$ cat config.mk
export PLATFORM = sky130hd
export DESIGN_NAME = bank_arbiter
export DESIGN_NICKNAME = d
export VERILOG_FILES = /design/src/mem_ctrl_pkg.sv /design/src/bank_arbiter.sv
export SDC_FILE = /design/constraint.sdc
export NUM_CORES = 1
export LEC_CHECK = 0
export BUFFER_PORTS_ARGS = -buffer_cell sky130_fd_sc_hd__buf_2
export CAP_MARGIN = 20
export CELL_PAD_IN_SITES_DETAIL_PLACEMENT = 1
export CELL_PAD_IN_SITES_GLOBAL_PLACEMENT = 2
export CORE_MARGIN = 2
export CORE_UTILIZATION = 12
export DETAILED_ROUTE_END_ITERATION = 10
export PLACE_DENSITY_LB_ADDON = 0.15
export SLEW_MARGIN = 20
export SYNTH_ARGS = -nofsm -noshare
export SYNTH_HDL_FRONTEND = slang
export SYNTH_SLANG_ARGS = --single-unit
$ cat constraint.sdc
create_clock -name vclk -period 3.12
set_input_delay 0.156 -clock vclk [all_inputs]
set_output_delay 0.156 -clock vclk [all_outputs]
set_load 0.005 [all_outputs]
$ cat src/mem_ctrl_pkg.sv
/* banked memory controller
   shared sizes and types */
package mem_ctrl_pkg;

    localparam int num_ports = 4;
    localparam int num_banks = 4;
    localparam int addr_w = 12;
    localparam int data_w = 32;
    localparam int bank_w = 2;                   // top address bits pick the bank
    localparam int offset_w = 10;
    localparam int bank_depth = 1 << offset_w;   // 1024 words

    typedef logic [$clog2(num_ports)-1:0] port_idx_t;
    typedef logic [bank_w-1:0]            bank_idx_t;
    typedef logic [offset_w-1:0]          offset_t;
    typedef logic [data_w-1:0]            data_t;
    typedef logic [addr_w-1:0]            addr_t;

    // one port, one cycle, 58 bits
    typedef struct packed {
        logic  rd_en;
        addr_t rd_addr;
        logic  wr_en;
        addr_t wr_addr;
        data_t wr_data;
    } port_req_t;

    // completion seen by a port one cycle later, 34 bits
    typedef struct packed {
        logic  rd_valid;
        data_t rd_data;
        logic  wr_done;
    } port_resp_t;

    typedef struct packed {
        logic    en;
        offset_t offset;
    } bank_rd_t;

    typedef struct packed {
        logic    en;
        offset_t offset;
        data_t   data;
    } bank_wr_t;

    function automatic bank_idx_t bank_of(addr_t addr);
        return addr[addr_w-1 -: bank_w];
    endfunction

    function automatic offset_t offset_of(addr_t addr);
        return addr[offset_w-1:0];
    endfunction

endpackage

$ cat src/bank_arbiter.sv
/* per-bank fixed-priority arbiter */
`timescale 1ns/1ps

module bank_arbiter (
    input  mem_ctrl_pkg::bank_idx_t                                bank_id,
    input  mem_ctrl_pkg::port_req_t [mem_ctrl_pkg::num_ports-1:0] req,
    output mem_ctrl_pkg::bank_rd_t                                 rd_cmd,
    output mem_ctrl_pkg::bank_wr_t                                 wr_cmd,
    output logic [mem_ctrl_pkg::num_ports-1:0]                     rd_grant,
    output logic [mem_ctrl_pkg::num_ports-1:0]                     wr_grant
);
    import mem_ctrl_pkg::*;

    logic [num_ports-1:0] rd_hit;   // port wants to read this bank
    logic [num_ports-1:0] wr_hit;   // port wants to write this bank
    port_idx_t            rd_sel;
    port_idx_t            wr_sel;

    // bank decode per port
    always_comb begin
        for (int p = 0; p < num_ports; p++) begin
            rd_hit[p] = req[p].rd_en && (bank_of(req[p].rd_addr) == bank_id);
            wr_hit[p] = req[p].wr_en && (bank_of(req[p].wr_addr) == bank_id);
        end
    end

    // scan downwards so the lowest requesting port is left in sel
    always_comb begin
        rd_sel = '0;
        wr_sel = '0;
        for (int p = num_ports - 1; p >= 0; p--) begin
            if (rd_hit[p]) begin
                rd_sel = port_idx_t'(p);
            end
            if (wr_hit[p]) begin
                wr_sel = port_idx_t'(p);
            end
        end
    end

    always_comb begin
        rd_grant = '0;
        wr_grant = '0;
        rd_grant[rd_sel] = |rd_hit;   // stays zero when nobody asks
        wr_grant[wr_sel] = |wr_hit;
    end

    // forward the winner's offset and data to the bank
    always_comb begin
        rd_cmd.en     = |rd_hit;
        rd_cmd.offset = offset_of(req[rd_sel].rd_addr);
        wr_cmd.en     = |wr_hit;
        wr_cmd.offset = offset_of(req[wr_sel].wr_addr);
        wr_cmd.data   = req[wr_sel].wr_data;
    end

    // a port is granted exactly when it asks and no lower port asks
    always_comb begin
        logic [num_ports-1:0] lower;
        for (int p = 0; p < num_ports; p++) begin
            lower = num_ports'((1 << p) - 1);   // ports below p
            assert (rd_grant[p] == (rd_hit[p] && ((rd_hit & lower) == '0)))
                else $error("bank %0d: read grant wrong for port %0d", bank_id, p);
            assert (wr_grant[p] == (wr_hit[p] && ((wr_hit & lower) == '0)))
                else $error("bank %0d: write grant wrong for port %0d", bank_id, p);
        end
    end

endmodule

==> metrics.md, run 1 <==
| Metric | Value |
|---|---|
| DRT antenna net count | `0` |
| Vias in the first global route | `3435` |
| Drt via density | `4.76` |
| Routability Congestion | `0.793` |
| Worst hold path class | `in2out` |
| PortBufs | `296` |
| Final core utilization | `0.236` |
| Peak supply drop | `approximately 64 uV` |
| Initial antenna violation count | `0` |
| Area grow syn2layout | `92.0%` |
| # rows | `between 40 and 50` |
| Number of diodes | `0` |
| Avg Inst Size Synth | `7.42 um^2` |
| Net Count, Synth | `465` |
| Run status | `completed` |
| IO Pins | `296` |
| Global-route wire length before repair | `17.5 mm` |
| Crit path required time | `2.96 ns` |
| Starting DRT DRC Count | `149` |
| Compound-cell area share of the yosys netlist | `0.693` |
| Tot GR Track Use | `0.143` |
| Normalized max-slew margin | `0.493` |
| Synth Area in XOR/XNOR | `0.0818` |
| Largest area contributor in the netlist | `a32oi_1` |
| Die ar. | `15200 um^2` |
| Critical Path Source Type | `input port` |
| Placement Setup Slack | `0.875 ns` |
| Total negative slack | `0 ns` |
| Top post-synthesis cells by area | `a32oi_1 21%, a22oi_1 18%, xnor2_1 8.2%, o21ai_1 6.4%, o21ai_0 5.8%` |
| # setup viols final | `0` |
| Avg WL per Cell | `18.2 um` |
| Final number of max-transition violations | `0` |
| Area of the core | `13900 um^2` |
| Drt pass-1 iters | `4` |
| Post-synth top area share | `0.215` |
| Most frequent cells in the layout | `296 x buf_2, 42 x a32oi_1, 42 x a22oi_1` |
| Mux share of post-synthesis cell area | `0` |
| Postcts setup bufs | `0` |
| Crit Path Max Fanout | `17` |
| Initial Util | `0.123` |
| Routed Wire Length | `12.5 mm` |
| Final WS setup | `between 0.9 and 1 ns` |
| Layout cells sized above 1 | `0.628` |
| Leak Pwr | `1.71 nW` |
| Most common cell after layout, fill and taps aside | `buf_2` |
| Synth Cell Area | `1710 um^2` |
| RSZ-0062 raised after global routing | `false` |
| Die Ht | `123 um` |
| Placed cell areas | `approximately 3300 um^2` |
| Simple logic cell fraction of the synthesized area | `0.104` |
| # resized after CTS | `0` |
| Final #Nets | `739` |
| Synth cell types | `31` |
| Largest family of logic cells by synthesized area | `compound AO/OA/AOI/OAI gates` |
| Pwr dens | `196 nW/um^2` |
| Critical path class | `in2out` |
| Sequential standard cell area | `0 um^2` |
| Post-Synth Adder-Cell Area | `0` |
| Fin crit period | `~2.2 ns` |
| Layout clock buffer count | `0` |
| Crit end category | `primary output` |
| Grt total ovfl | `0` |
| Largest net degree at the start of global routing | `45` |
| Die Width | `roughly 120 um` |
| Hold_buf cts | `0` |
| YS warnings | `0` |
| Post-Syn Instances | `231` |
| Final Hold Vio Count | `0` |
| DRC viols | `0` |
| Fin area | `3290 um^2` |
| FF+latch count | `0` |
| Sequential share of the synthesized area | `0` |
| HPWL after detailed placement | `9.96 mm` |
| Via count | `3254` |
| Achievable Freq | `around 450 MHz` |
| Final Cycle Share | `0.705` |
| Least-Margin Pin Slew | `0.761 ns` |
| CP arrival | `2.04 ns` |
| Max_cap viols | `0` |
power breakdown:
part | internal (mW) | total (mW) | switching [mW]
registers | 0 | 0 | 0
clock network | 0 | 0 | 0
logic | 0.319 | 0.645 | 0.326
total | 0.319 | 0.645 | 0.326
final timing paths:
path                  startpoint  slack [ns]         to  depth (start not counted)
worst min-delay path    req[228]        0.61  rd_cmd[9]                          3
worst max-delay path  bank_id[0]        0.92  rd_cmd[4]                          7
layer usage:
metal | up-vias | global-route usage | wire [um]
li1 | 1533 | - | -
met2 | 173 | 0.286 | 6490
met5 | - | 0 | 0
met1 | 1536 | 0.156 | 4620
met3 | 12 | 0.0277 | 1180
met4 | 0 | 0.0192 | 171
layout make-up:
| cell class | instances | area (um^2) |
|---|---|---|
| Fill cell | 1800 | 10600 |
| Timing Repair Buffer | 305 | 1550 |
| Multi-Input combinational cell | 196 | 1510 |
| Tap cell | 180 | 225 |
| Inverter | 2 | 7.51 |
synth_stat cells, types with 2 or more instances:
| master | number |
|---|---|
| a22oi_1 | 42 |
| a32oi_1 | 42 |
| o21ai_1 | 22 |
| o21ai_0 | 20 |
| xnor2_1 | 16 |
| clkbuf_1 | 15 |
| a21o_1 | 9 |
| a22o_1 | 9 |
| a32o_1 | 9 |
| buf_2 | 9 |
| buf_6 | 8 |
| and3_1 | 6 |
| and2_1 | 2 |
| nand2_1 | 2 |
| nand3_1 | 2 |
| nor2_1 | 2 |
| o31ai_4 | 2 |
cell families after synthesis:
family / after synthesis
AO/OA/AOI/OAI: 157
buffers and inverters: 35
XOR/XNOR: 16
AND/OR/NAND/NOR: 23
critical path: stages:
cell	delay (ns)
buf_2	0.23
xnor2_1	0.14
and3_1	0.67
nor2_2	0.23
a32o_1	0.32
a21o_1	0.17
buf_2	0.12
through the flow:
step / hold WS (ns) / total power, mW / std cells
final: 0.608 / 0.645 / 683
after global routing: 0.627 / 0.714 / 683
after CTS: 0.611 / 0.659 / 683
after detailed placement: 0.606 / 0.656 / 683
after global placement: 0.605 / 0.652 / 683
after floorplan: 0.438 / 0.320 / 231
No activity file was read; power rests on OpenSTA's default activity.
==> run 2: changes to the inputs <==
Settings changed: ABC_AREA set to 1.
Clock period 3.12 ns to 1.94 ns, I/O delays scaled along.
==> run 2 against run 1 <==
Effect of this change: cell count is 62% higher; critical path depth rose by 5; setup slack lost 0.71 ns; combinational power increased by 66%; non-clock buffer count grew 6.
==> metrics.md, run 2 <==
| Metric | Value |
|---|---|
| Area grow syn2layout | `71.2%` |
| Area of the core | `21000 um^2 (+51%)` |
| Worst hold path class | `in2out` |
| Final WS setup | `0.211 ns (-0.710 ns)` |
| DRC viols | `0 (unchanged)` |
| # resized after CTS | `0 (unchanged)` |
| DRT antenna net count | `0 (unchanged)` |
| Sequential share of the synthesized area | `0 (unchanged)` |
| PortBufs | `296 (unchanged)` |
| Grt peak-use layer | `met2` |
| Largest net degree at the start of global routing | `41 (-8.9%)` |
| Top-count cell post-synth | `nand3_1` |
| Grt total ovfl | `0 (unchanged)` |
| Top post-synthesis cells by area | `nand3_1 28%, nor2_1 20%, inv_1 16%, nand2_1 11%, nand3_2 5.9%` |
| Placed instance count | `1098 (+61%)` |
| Pwr dens | `244 nW/um^2 (+25%)` |
| Drt via density | `3.95 (-17%)` |
| Total negative slack | `0 ns (unchanged)` |
| HP Start | `req[34]` |
| Placement Setup Slack | `0.0940 ns (-0.781 ns)` |
| Leak Pwr | `2.89 nW (+69%)` |
| RSZ-0062 raised after global routing | `false` |
| Die ar. | `22600 um^2 (+48%)` |
| Critical path class | `in2out` |
| Synth Cell Area | `2570 um^2 (+50%)` |
| Die Width | `150 um (+22%)` |
| Final Hold Vio Count | `0 (unchanged)` |
| Crit end category | `primary output` |
| Max_cap viols | `0 (unchanged)` |
| Least-Margin Pin Slew | `0.452 ns (-0.309 ns)` |
| Crit path largest cell delay | `0.22 ns (-0.45 ns)` |
| Tot GR Track Use | `0.127 (-0.0159)` |
| Synth cell types | `22 (-29%)` |
| Via count | `4364 (+34%)` |
| Layout clock buffer count | `0 (unchanged)` |
| Final core utilization | `0.209 (-0.0271)` |
| Slowest CP cell | `buf_2` |
| Die Ht | `150 um (+22%)` |
| YS warnings | `0 (unchanged)` |
| Crit Path Max Fanout | `18 (+1)` |
| Postcts setup bufs | `0 (unchanged)` |
| HPWL after detailed placement | `13.2 mm (+33%)` |
| Critical Path Source Type | `input port` |
| Hold endpoint | `wr_cmd[34]` |
| Final #Nets | `1060 (+43%)` |
| Top post-synthesis cells by count | `143 x nand3_1, 140 x nor2_1, 107 x inv_1` |
| Crit path required time | `1.84 ns (-1.12 ns)` |
| Normalized max-slew margin | `0.699 (+0.206)` |
| CP arrival | `1.63 ns (-0.41 ns)` |
| # rows | `53 (+23%)` |
| # setup viols final | `0 (unchanged)` |
| Routing usage on met2 | `0.242 (-0.0439)` |
| Hold path cells | `4 (+1)` |
| Peak supply drop | `57.8 uV (-10%)` |
| Worst path top cell family by delay | `simple AND/OR/NAND/NOR gates` |
| Starting DRT DRC Count | `102 (-32%)` |
| Initial antenna violation count | `4 (+4)` |
| Hold slack | `0.493 ns (-0.115 ns)` |
| Avg Inst Size Synth | `4.72 um^2 (-36%)` |
| Final std cells w/o fill | `1104 (+62%)` |
| Most common cell after layout, fill and taps aside | `buf_2` |
| Vias in the first global route | `4474 (+30%)` |
| Most frequent cells in the layout | `296 x buf_2, 143 x nand3_1, 140 x nor2_1` |
| Final Cycle Share | `0.891` |
| Net Count, Synth | `778 (+67%)` |
| Routability Congestion | `0.812 (+2.4%)` |
| Layout cells sized above 1 | `0.425 (-0.203)` |
| Post-synth top area share | `0.279 (+0.0641)` |
| Post-Syn Instances | `544 (+140%)` |
| Drt pass-1 iters | `4 (unchanged)` |
| Largest area contributor in the netlist | `nand3_1` |
| Buf/Inv on CP | `4 (+2)` |
| Run status | `completed` |
| Met1 Use GR | `0.148 (-0.00812)` |
| IO Pins | `296 (unchanged)` |
| Worst path cell trace | `buf_2 -> inv_4 -> nand2_2 -> nand2_1 -> nor2_2 -> nand2_2 -> nand2_4 -> buf_12 -> nor2_1 -> nor2_1 -> nand3_1 -> buf_2` |
| Final number of max-transition violations | `0 (unchanged)` |
| Hold_buf cts | `0 (unchanged)` |
| Fin crit period | `1.73 ns` |
| Achievable Freq | `between 500 and 600 MHz` |
| Critical path origin | `bank_id[0]` |
| FF+latch count | `0 (unchanged)` |
| Met3 Usage GRT | `0.0264 (-0.00131)` |
| Global-route wire length before repair | `23.1 mm (+32%)` |
| Sequential standard cell area | `0 um^2 (unchanged)` |
| Avg WL per Cell | `14.0 um (-23%)` |
| Routed Wire Length | `15.4 mm (+24%)` |
| Initial Util | `0.122 (-0.000848)` |
## run 2: cell count changes after synthesis, sizes merged, moves of 9 or more
| cell | delta |
|---|---|
| o21ai | -41 |
| a21o | -9 |
| clkbuf | -15 |
| nand2 | +85 |
| nand3 | +155 |
| xnor2 | -15 |
| a32oi | -42 |
| a22oi | -42 |
| a32o | -9 |
| buf | +13 |
| inv | +109 |
| a22o | -9 |
| nor2 | +144 |
## run 2: tightest hold or removal path: stages
cell and delay, ns:
buf_2 0.08, nand3_1 0.06, nand2_1 0.06, buf_2 0.10
## run 2: cell type report
type | instances | area (um^2)
Fill cell | 2832 | 16600
Multi-Input combinational cell | 402 | 1930
Timing Repair Buffer | 311 | 1690
Inverter | 111 | 424
Tap cell | 275 | 344
Antenna cell | 5 | 12.5
## run 2: logic make-up (layout without fill, tap and decap cells)
| kind of cell | count (synthesis) | count (layout) | synth area share |
|---|---|---|---|
| other cells | 0 | 5 | 0 |
| xor+xnor | 2 | 2 | 0.00975 |
| compound gates | 2 | 2 | 0.00536 |
| buf+inv | 142 | 422 | 0.250 |
| simple gates | 398 | 398 | 0.735 |
## run 2: power by group
| group | total, mW | switching [mW] | internal [mW] | leakage, nW |
|---|---|---|---|---|
| Sequential | 0 | 0 | 0 | 0 |
| Combinational | 1.07 | 0.573 | 0.500 | 2.89 |
| Clock | 0.000000345 | 0 | 0.000000345 | 0.0000317 |
| Total | 1.07 | 0.573 | 0.500 | 2.89 |
## run 2: how the worst max path moves through the flow
stage | end | cells past startpoint
floorplan | wr_cmd[0] | 11
global placement | wr_cmd[19] | 12
detailed placement | wr_cmd[19] | 12
CTS | wr_cmd[19] | 12
global route | wr_cmd[40] | 12
finish | wr_cmd[19] | 12
## run 2: per-layer routing
metal,up-vias,wire length (um)
li1,2230,-
met1,1927,6130
met2,193,7730
met3,12,1370
met4,2,203
met5,-,13
## run 2: stage by stage
step | cell area [um^2] | total power, mW
final | 4390 | 1.07
after CTS | 4360 | 1.10
after detailed placement | 4360 | 1.09
after global placement | 4360 | 1.09
after floorplan | 2570 | 0.530
after global routing | 4390 | 1.21
